### config.mk
export PLATFORM = sky130hd
export DESIGN_NAME = op_top
export DESIGN_NICKNAME = d
export VERILOG_FILES = /design/src/source/op_pkg.sv /design/src/source/op_top.sv /design/src/source/op_exp.sv /design/src/source/op_logsin.sv
export SDC_FILE = /design/constraint.sdc
export NUM_CORES = 1
export LEC_CHECK = 0
export BUFFER_PORTS_ARGS = -buffer_cell sky130_fd_sc_hd__buf_2
export CAP_MARGIN = 15
export CORE_MARGIN = 3
export CORE_UTILIZATION = 33
export CTS_BUF_LIST = sky130_fd_sc_hd__clkbuf_8
export CTS_CLUSTER_DIAMETER = 80
export CTS_CLUSTER_SIZE = 40
export DETAILED_ROUTE_END_ITERATION = 8
export GPL_ROUTABILITY_DRIVEN = 0
export PLACE_DENSITY = 0.47
export SLEW_MARGIN = 25
export SYNTH_ARGS = -nofsm -noshare
export SYNTH_HDL_FRONTEND = slang
export SYNTH_SLANG_ARGS = --single-unit
### constraint.sdc
create_clock -name mclk_i -period 4.8 [get_ports mclk_i]
set_input_delay 0.72 -clock mclk_i [delete_from_list [all_inputs] [get_ports mclk_i]]
set_output_delay 0.72 -clock mclk_i [all_outputs]
set_load 0.02 [all_outputs]
### src/source/op_pkg.sv
`default_nettype none

package op_pkg;

	// ========================================
	// Data path widths
	// ========================================
	localparam int PHASE_W = 10;
	localparam int ATT_W = 10;
	localparam int LOG_W = 12;
	localparam int SUM_W = 13;
	localparam int MANT_W = 10;
	localparam int OUT_W = 14;

	// ========================================
	// Table geometry
	// ========================================
	localparam int ROM_DEPTH = 32;
	localparam int LOGSIN_ROW_W = 46;
	localparam int EXP_ROW_W = 48;

	// Log-sine rows, row 31 first.
	// Four sub-ranges share a row, base and delta bits interleaved.
	localparam logic [ROM_DEPTH-1:0][LOGSIN_ROW_W-1:0] LOGSIN_ROM = {
		46'b0001100001000100100001000010101010101000100101,
		46'b0001100001010100001000000001001001001100010100,
		46'b0001100001010100001000110000101011001100000110,
		46'b0001110000010000000000110011001001001100100111,
		46'b0001110000010000011000000011101010001110010110,
		46'b0001110000010100010001100000001000101110100111,
		46'b0001110000010100011001100001001011001110100101,
		46'b0001110000011100001001010011101000101111001111,
		46'b0001110001011000000001110010101110001101110111,
		46'b0001110001011000101000111001100101011001101010,
		46'b0001110001011100110000011011100100001010100111,
		46'b0001110001011100111000111110100011001001110111,
		46'b0100100010010000100001011100100000111001111011,
		46'b0100100010010100100001001111000001111110100010,
		46'b0100100010010100101001101111110110100101100100,
		46'b0100100111000000010000011101000110101110010111,
		46'b0100100111000100010000101110001101001011111110,
		46'b0100100111001100001011011000001001011000011011,
		46'b0100110110001000001011101000001010111011111011,
		46'b0100110110001100010011011010111110110100011000,
		46'b0100110111001000110010111100101010001100010111,
		46'b0100110111001100110110110111110001010111110000,
		46'b0111000100000000101111000101010101010101111001,
		46'b0111000100000100101111110111011101010010111011,
		46'b0111000101010101010100101000110000010010010001,
		46'b0111010100011001001100011010011100010000101001,
		46'b0111010101011011001001100100010000110100110010,
		46'b1010000100011011011001011110010001110010101001,
		46'b1010000101011111111100100101011100010010010011,
		46'b1010010111110101100010001011110001010100001010,
		46'b1011010110110011110111011000011100110000011010,
		46'b1110011111010001110111100110011001110101111010
	};

	// Exponent rows, row 31 first.
	// Sub-range 0 has no top mantissa bits, they come from the implied one.
	localparam logic [ROM_DEPTH-1:0][EXP_ROW_W-1:0] EXP_ROM = {
		48'b111011111100011111101000111101000001000110011101,
		48'b111011111100011010011111011000001011100010110011,
		48'b111011111100000011110110111101101001110111011010,
		48'b111011111100000011100001111101100101000001010110,
		48'b111011111100000010000110011100100101000001011011,
		48'b111011101001010101011101111101000001111111011101,
		48'b111011001011011101111010011111001000011011000000,
		48'b111011001011011100100101111100001001001111011110,
		48'b111011001011001101000110111101000001101011011010,
		48'b111011001011000001110011011101110001010111010100,
		48'b111011000011100010111100111100110001110110010101,
		48'b111010000111110011001111011101111001110010011011,
		48'b111010000111110011000000111001111011001110111101,
		48'b111010000100111110110111111100110101101001010001,
		48'b111010000100111110110000011100110001001110010011,
		48'b111010000100101101011010111101001001110011010101,
		48'b111010000100101100001101011001001011010110110111,
		48'b111010000100100100101010011000000011111010110001,
		48'b111010000000110001110101111000000011011110110011,
		48'b111010000000110000010110011001011011100011110101,
		48'b111010000000010010001001111101011001000110010101,
		48'b101110100010001011101110111000010011101010110101,
		48'b101100110011001111111001011000010011001111110011,
		48'b101100110011001110010011111001001011100010110001,
		48'b100101110111011111010100111001000011000010101010,
		48'b100101110111010111100011011000000011101110111000,
		48'b100101110111010100101100111100001001001010011010,
		48'b100101110111010000011011011100011001000110010000,
		48'b100101110111000001011000011001010011101010110001,
		48'b100101110101001000100111111001010011001110111011,
		48'b100101110101001000100001011101001001000100000000,
		48'b100101110001011001000110011000000011101010110000
	};

endpackage

`default_nettype wire
### src/source/op_top.sv
`timescale 1ns/1ns
`default_nettype none

module op_top
(
	input wire mclk_i,
	input wire arst_n_i,
	input wire [op_pkg::PHASE_W-1:0] phase_i,
	input wire [op_pkg::ATT_W-1:0] eg_att_i,
	output wire [op_pkg::OUT_W-1:0] out_o
);

	import op_pkg::*;

	logic [LOG_W-1:0] log_att;
	logic neg;

	// Phase to log attenuation, two cycles.
	op_logsin u_logsin
	(
		.mclk_i(mclk_i),
		.arst_n_i(arst_n_i),
		.phase_i(phase_i),
		.log_att_o(log_att),
		.neg_o(neg)
	);

	// Envelope add, exponent and sign, three more cycles.
	op_exp u_exp
	(
		.mclk_i(mclk_i),
		.arst_n_i(arst_n_i),
		.eg_att_i(eg_att_i),
		.log_att_i(log_att),
		.neg_i(neg),
		.out_o(out_o)
	);

endmodule

`default_nettype wire

### src/source/op_exp.sv
`timescale 1ns/1ns
`default_nettype none

module op_exp
(
	input wire mclk_i,
	input wire arst_n_i,
	input wire [op_pkg::ATT_W-1:0] eg_att_i,
	input wire [op_pkg::LOG_W-1:0] log_att_i,
	input wire neg_i,
	output logic [op_pkg::OUT_W-1:0] out_o
);

	import op_pkg::*;

	logic [ATT_W-1:0] att_q1;
	logic [ATT_W-1:0] att_q2;
	logic [SUM_W-1:0] sum_q;
	logic [LOG_W-1:0] exp_in;
	logic [EXP_ROW_W-1:0] exp_row;
	logic [12:0] exp_sel;
	logic [12:0] exp_sel_q;
	logic exp_idx0_q;
	logic [3:0] shift_q;
	logic neg_q3;
	logic neg_q4;
	logic [2:0] mant_delta;
	logic [MANT_W-1:0] mant;
	logic [12:0] mag;
	logic [OUT_W-1:0] out_d;

	// ========================================
	// Attenuation add
	// ========================================
	always_ff @(posedge mclk_i or negedge arst_n_i)
	begin
		if (!arst_n_i)
		begin
			att_q1 <= '1;
			att_q2 <= '1;
			sum_q <= '1;
		end
		else
		begin
			att_q1 <= eg_att_i;
			att_q2 <= att_q1;
			sum_q <= {1'b0, log_att_i} + {1'b0, att_q2, 2'b00};
		end
	end

	// Overflow saturates to full attenuation.
	assign exp_in = ~(sum_q[SUM_W-1] ? {LOG_W{1'b1}} : sum_q[LOG_W-1:0]);
	assign exp_row = EXP_ROM[exp_in[5:1]];

	// ========================================
	// Exponent table
	// ========================================
	always_comb
	begin
		case (exp_in[7:6])
			2'd0: exp_sel = {2'b00, exp_row[39], exp_row[35], exp_row[31], exp_row[27],
				exp_row[23], exp_row[19], exp_row[15], exp_row[12], exp_row[8], exp_row[4],
				exp_row[0]};
			2'd1: exp_sel = {1'b0, exp_row[43], exp_row[40], exp_row[36], exp_row[32],
				exp_row[28], exp_row[24], exp_row[20], exp_row[16], exp_row[13], exp_row[9],
				exp_row[5], exp_row[1]};
			2'd2: exp_sel = {exp_row[46], exp_row[44], exp_row[41], exp_row[37], exp_row[33],
				exp_row[29], exp_row[25], exp_row[21], exp_row[17], 1'b0, exp_row[10],
				exp_row[6], exp_row[2]};
			default: exp_sel = {exp_row[47], exp_row[45], exp_row[42], exp_row[38],
				exp_row[34], exp_row[30], exp_row[26], exp_row[22], exp_row[18], exp_row[14],
				exp_row[11], exp_row[7], exp_row[3]};
		endcase
	end

	always_ff @(posedge mclk_i or negedge arst_n_i)
	begin
		if (!arst_n_i)
		begin
			exp_sel_q <= '0;
			exp_idx0_q <= 1'b0;
			shift_q <= '0;
			neg_q3 <= 1'b0;
			neg_q4 <= 1'b0;
		end
		else
		begin
			exp_sel_q <= exp_sel;
			exp_idx0_q <= exp_in[0];
			shift_q <= exp_in[11:8];
			neg_q3 <= neg_i;
			neg_q4 <= neg_q3;
		end
	end

	// Delta only on odd entries.
	assign mant_delta = exp_idx0_q ? {exp_sel_q[5], exp_sel_q[3], exp_sel_q[1]} : 3'b000;
	assign mant = {exp_sel_q[12:6], exp_sel_q[4], exp_sel_q[2], exp_sel_q[0]}
		+ {7'd0, mant_delta};

	// Implied leading one; e = 15 leaves it unshifted.
	assign mag = {1'b1, mant, 2'b00} >> (4'd15 - shift_q);
	assign out_d = neg_q4 ? -{1'b0, mag} : {1'b0, mag};

	always_ff @(posedge mclk_i or negedge arst_n_i)
	begin
		if (!arst_n_i)
			out_o <= '0;
		else
			out_o <= out_d;
	end

endmodule

`default_nettype wire

### src/source/op_logsin.sv
`timescale 1ns/1ns
`default_nettype none

module op_logsin
(
	input wire mclk_i,
	input wire arst_n_i,
	input wire [op_pkg::PHASE_W-1:0] phase_i,
	output logic [op_pkg::LOG_W-1:0] log_att_o,
	output logic neg_o
);

	import op_pkg::*;

	logic [PHASE_W-1:0] phase_q;
	logic [7:0] sin_idx;
	logic [LOGSIN_ROW_W-1:0] sin_row;
	logic [18:0] sin_sel;
	logic [18:0] sin_sel_q;
	logic idx0_q;
	logic [10:0] sin_base;
	logic [7:0] sin_delta;

	always_ff @(posedge mclk_i or negedge arst_n_i)
	begin
		if (!arst_n_i)
			phase_q <= '0;
		else
			phase_q <= phase_i;
	end

	// Second quarter mirrors the first.
	assign sin_idx = phase_q[7:0] ^ {8{phase_q[8]}};
	assign sin_row = LOGSIN_ROM[sin_idx[5:1]];

	// Pick the sub-range bits, unused positions read as zero.
	always_comb
	begin
		case (sin_idx[7:6])
			2'd0: sin_sel = {sin_row[45], sin_row[44], sin_row[42], sin_row[40], sin_row[39],
				sin_row[36], sin_row[35], sin_row[32], sin_row[31], sin_row[27], sin_row[26],
				sin_row[22], sin_row[21], sin_row[17], sin_row[15], sin_row[11], sin_row[8],
				sin_row[4], sin_row[0]};
			2'd1: sin_sel = {2'b00, sin_row[43], sin_row[41], 1'b0, sin_row[37], 1'b0,
				sin_row[33], 1'b0, sin_row[28], 1'b0, sin_row[23], 1'b0, sin_row[18],
				sin_row[16], sin_row[12], sin_row[9], sin_row[5], sin_row[1]};
			2'd2: sin_sel = {5'b00000, sin_row[38], 1'b0, sin_row[34], 1'b0, sin_row[29], 1'b0,
				sin_row[24], 1'b0, sin_row[19], 1'b0, sin_row[13], sin_row[10], sin_row[6],
				sin_row[2]};
			default: sin_sel = {9'b000000000, sin_row[30], 1'b0, sin_row[25], 1'b0, sin_row[20],
				1'b0, sin_row[14], 1'b0, sin_row[7], sin_row[3]};
		endcase
	end

	always_ff @(posedge mclk_i or negedge arst_n_i)
	begin
		if (!arst_n_i)
		begin
			sin_sel_q <= '0;
			idx0_q <= 1'b0;
			neg_o <= 1'b0;
		end
		else
		begin
			sin_sel_q <= sin_sel;
			idx0_q <= sin_idx[0];
			neg_o <= phase_q[9];
		end
	end

	// Odd bits carry the base, even bits the delta.
	assign sin_base = {sin_sel_q[18:15], sin_sel_q[13], sin_sel_q[11], sin_sel_q[9],
		sin_sel_q[7], sin_sel_q[5], sin_sel_q[3], sin_sel_q[1]};
	assign sin_delta = idx0_q ? 8'h00 : {sin_sel_q[14], sin_sel_q[12], sin_sel_q[10],
		sin_sel_q[8], sin_sel_q[6], sin_sel_q[4], sin_sel_q[2], sin_sel_q[0]};

	assign log_att_o = {1'b0, sin_base} + {{(LOG_W-8){sin_delta[7]}}, sin_delta};

endmodule

`default_nettype wire

# Word level (Yosys, flattened, before mapping)
# Memories as Yosys holds them, arrays and structs flattened.
# Index checks and enable logic that the tools add are counted.
# word_totals
ff_bits	98
rom_bits	3008
inputBits	22
output_inout_bits	14
word_cells	39
mem_count	2
# mem_list
memory	depth	width	rd	rd_ports_with_merged_regs	wr	line_no	rtl
(name not given)	32	48	1	0	0	op_exp.sv:53	assign exp_row = EXP_ROM[exp_in[5:1]];
(name not given)	32	46	1	0	0	op_logsin.sv:34	assign sin_row = LOGSIN_ROM[sin_idx[5:1]];
# classes
add_sub_neg	5
order_cmp	2
n_eq_ne	4
shifts	1
mux	8
n_bitwise	2
reduce_logical	2
# op_table
cell	count
$pmux 19 s3	1
$mux 48	1
$mux 46	1
$pmux 13 s3	1
$mux 14	1
$neg 13->14	1
$add 12x12->13	1
$shr 13x4->13	1
$add 11x12->12	1
$lt 5x6->1 const B	2
$mux 12	1
$not 12->12	1
$add 10x3->10	1
$mux 8	1
$xor 8x8->8	1
$eq 2x1->1 const B	2
$eq 2x2->1 const B	2
$logic_not 2->1	2
$sub 4x4->4 const A	1
$mux 3	1

# Logic depth before layout (Yosys ltp)
# depth
ltp_word	5
ltp_mapped	20
depth_no_buf	20

# By module
# From an unflattened synthesis, not the netlist that was laid out.
# hier_totals
cells_unflattened	1278
area_unflattened_um2	9714.3
# by_module_without_submodules
mod	n_inst	cells_each	area_per_inst_um2	seq_area_each_um2
op_exp	1	645	5178.7	1717.9
op_logsin	1	633	4535.6	775.7

# Worst setup path after synthesis
# OpenSTA, ideal clock, no wires.
# synth_path
path_kind	reg2reg
startpoint	register u_exp.exp_idx0_q
endpoint	register u_exp.out_o[12] (netlist name)
arrival_time_ns	3.408
setup_slack_ns	1.269
path_stages_with_launch	16
path_buffers	0
path_cell_list	dfrtp_1 and2_1 ha_1 inv_1 fa_1 nand2b_1 a2111oi_1 a2111oi_2 a31oi_1 o22ai_1 or2_2 ha_1 nand2_1 nor3_1 and3_1 o221a_2
# synth_between
elab_chain_cells	5
# synth_rtl
element	line_no	rtl
start: declaration	op_exp.sv:23	logic exp_idx0_q;
start signal: assignment	op_exp.sv:89	exp_idx0_q <= exp_in[0];
$mux 3 (*)	op_exp.sv:97	assign mant_delta = exp_idx0_q ? {exp_sel_q[5], exp_sel_q[3], exp_sel_q[1]} : 3'b000;
$add 10x3->10 (*)	op_exp.sv:99	+ {7'd0, mant_delta};
$shr 13x4->13 (*)	op_exp.sv:102	assign mag = {1'b1, mant, 2'b00} >> (4'd15 - shift_q);
$neg 13->14	op_exp.sv:103	assign out_d = neg_q4 ? -{1'b0, mag} : {1'b0, mag};
$mux 14 (*)	op_exp.sv:103	
named net u_exp.out_d[12]	op_exp.sv:30	logic [OUT_W-1:0] out_d;
end signal: assignment	op_exp.sv:110	out_o <= out_d;
end: declaration	op_exp.sv:11	output logic [op_pkg::OUT_W-1:0] out_o
# Mark *: on every way through the listed nets, which the timed path passes. The rest lies on a longest branch.

# Worst setup path in the final report
# Same ends and word-level chain as after synthesis.

==> metrics.txt <==
status=finished, final reports clean; GRT Residual Overflow=0; setup violators final=0; Starting Density=33.62%; overall power=0.005518 W; skew final=0.02125 ns; Synth Cell Area=8491 um^2; internal power=0.002665 W; Avg Cell Area, Syn=7.898 um^2; DRC viols=0; FF-to-FF setup slack=0.89 ns; maxcap violations=0; Flop pwr share=26.8%; initial antenna violation count=0; EDFF count, synth=0; CP max FO=6; sequential fraction of the synthesis area=29.37%; WL per Instance=18.01 um; Hold Vio Cnt, Final=0; first-pass GRT wire length=41730 um; fill cell count=2674; Clock transition at path regs=0.11 ns; worst r2r dst=u_exp.out_o[12]$_DFF_PN0_; CTS tree=built; Yosys top cell by area=dfrtp_1; die area=27690 um^2; port bufs=35; Slew HR=37.68%; vias post-DR=8078; hold_buf cts=0; setup TNS=0 ns; DR iter-0 viols=621; synth cell count leaders=118 x nor2_1, 114 x nand2_1, 99 x a21oi_1; CTS max path bufs=2; io pins=36; power share of the clock group=9.5%; CP endpoint=u_exp.out_o[12]$_DFF_PN0_; vias in the first global route=7762; Leakage=3.746 nW; Hold WS=0.2299 ns; total wire length=25160 um; post-synthesis net count=1153; worst path required time=5.07 ns; Area Overhead vs Synth=7.766%; clk_lat worst skew=0.37 ns; CP startpoint kind=flop; most common cell in the netlist=nor2_1; Final Max Slew Viols=0; Core Area=25250 um^2; first drt pass iteration count=7; Via density=5.782; H-tree levels=3; post-synth top area share=19.16%; kind of end point of the critical path=flop; CTS-repair resized insts=0; Final min period=3.912 ns; Cells after Synth=1075; Register-to-Register Path Depth=15; post-synth cell types=89; Worst VDD drop=276.6 uV; Logic pwr share=63.7%; # rows=58; Power Dens Cells=603.0 nW/um^2; NumNets Final=1140; Worst Max-Slew Pin Slew=0.9349 ns; TritonCTS Buffers=9; Setup CP Type=reg2reg; WP data arrival=4.18 ns; hpwl dp=18010 um; layout cells sized above 1=12.93%; Net Switching=0.002853 W; FMAX=0.2556 GHz; Worst R2R Start=u_exp.exp_idx0_q$_DFF_PN0_; Primary FF master, synth=dfrtp_1; clock sinks=98; crit path launch=u_exp.exp_idx0_q$_DFF_PN0_; Final Cycle Share=81.50%; GR Util All Layers=17.95%; clk root buf=clkbuf_8; RSZ-0062 raised after global routing=no; Die H=166.4 um; Worst Hold Class=in2async; pin count of the biggest net entering global routing=73; flops & latches, synth=98; antenna viol nets, final=0; total inserted antenna cells=0; Die W=166.4 um; switching share of power=51.70%; top cells by area, synth=dfrtp_1 19%, dfstp_2 10%, ha_1 7.8%; asr flop ratio synth=100.0%; post-CTS setup buffers=0; yosys warns=0
==> layout make-up <==
class	instances	area, um^2	area share, %
multi-input cells	856	5534	60.48
flip-flops and latches	98	2494	27.25
well taps	330	412.9	4.513
repair buffers	58	370.4	4.048
inverters	39	146.4	1.600
clock buffers	9	123.9	1.354
clock inverters	7	68.82	0.7521
==> flip-flops by register name, indices dropped and copies added (netlist names) <==
signal / cells
u_exp.sum_q: 13
u_logsin.phase_q: 10
u_exp.att_q1: 10
u_exp.att_q2: 10
u_logsin.sin_sel_q: 19
u_logsin.neg_o: 1
u_exp.shift_q: 4
u_exp.exp_sel_q: 13
u_exp.out_o: 14
u_exp.neg_q4: 1
u_exp.neg_q3: 1
u_logsin.idx0_q: 1
u_exp.exp_idx0_q: 1
==> power by group through the flow <==
stage                     Sequential [W]  Clock [W]  Combinational, W
after floorplan                  0.00125          0           0.00279
after global placement           0.00150          0           0.00350
after detailed placement         0.00149          0           0.00346
after CTS                        0.00148   0.000561           0.00348
after global routing             0.00153   0.000596           0.00389
final                            0.00148   0.000523           0.00351
==> critical path, stage by stage (launching register included) <==
cell and delay [ns]:
dfrtp_1 0.36, and2_1 0.13, ha_1 0.25, inv_1 0.08, fa_1 0.46, nor2b_1 0.38, o21ai_0 0.21, a211oi_2 0.29
a22oi_1 0.17, a21oi_1 0.25, or2_2 0.16, ha_1 0.15, nand2_1 0.05, nor3_1 0.45, nand2b_1 0.15, o221a_2 0.28
==> worst min path at each step <==
stage,cells after the start,slack (ns),end,start
4_1_cts,0,0.35,u_logsin.neg_o$_DFF_PN0_,u_logsin.phase_q[9]$_DFF_PN0_
5_1_grt,1,0.23,u_exp.out_o[5]$_DFF_PN0_,arst_n_i
2_1_floorplan,0,0.33,u_exp.neg_q3$_DFF_PN0_,u_logsin.neg_o$_DFF_PN0_
6_report,1,0.23,u_exp.out_o[5]$_DFF_PN0_,arst_n_i
3_3_place_gp,0,0.33,u_exp.neg_q4$_DFF_PN0_,u_exp.neg_q3$_DFF_PN0_
3_5_place_dp,0,0.33,u_exp.neg_q4$_DFF_PN0_,u_exp.neg_q3$_DFF_PN0_
==> metal layers <==
metal,global-route usage (%),wire (um),up-vias
met2,30.01,12250,302
met1,23.99,10780,3805
met3,2.404,1392,54
met5,0,0,-
met4,6.133,730,0
li1,-,-,3917
==> placed cells by master, fill, tap and decap left out, types with 14 or more instances in the layout <==
master and n:
o211ai_1 19, a211oi_1 17, nor3_1 18, o221ai_1 16, nand2b_1 19, nand3_1 21
nand2_1 114, a31oi_1 22, mux2i_1 14, dfrtp_1 65, a21oi_1 99, o21ai_0 78
ha_1 53, buf_4 23, o22ai_1 17, nor2_1 118, xnor2_1 19, dfstp_2 33
buf_2 34, nor2b_1 22, inv_1 39
==> logic make-up after synthesis <==
group                    count (synthesis)  share of synthesized area (%)
AO/OA/AOI/OAI                          387                          30.78
AND/OR/NAND/NOR                        361                          19.70
buffers and inverters                  121                          5.717
flip-flops                              98                          29.37
adder cells (fa/ha/maj)                 56                          8.518
XOR/XNOR                                34                          3.596
multiplexers                            18                          2.313
==> metrics by stage <==
stage,cells,cell area [um^2],setup slack [ns],utilization [%]
after floorplan,1075,8491,1.269,-
after global placement,1380,8930,0.9975,35.36
after detailed placement,1380,8930,0.9345,35.36
after CTS,1396,9123,0.9145,36.12
after global routing,1397,9150,0.5312,36.23
final,1397,9150,0.8881,36.23
Note: power is estimated with default switching activity, not from simulation.
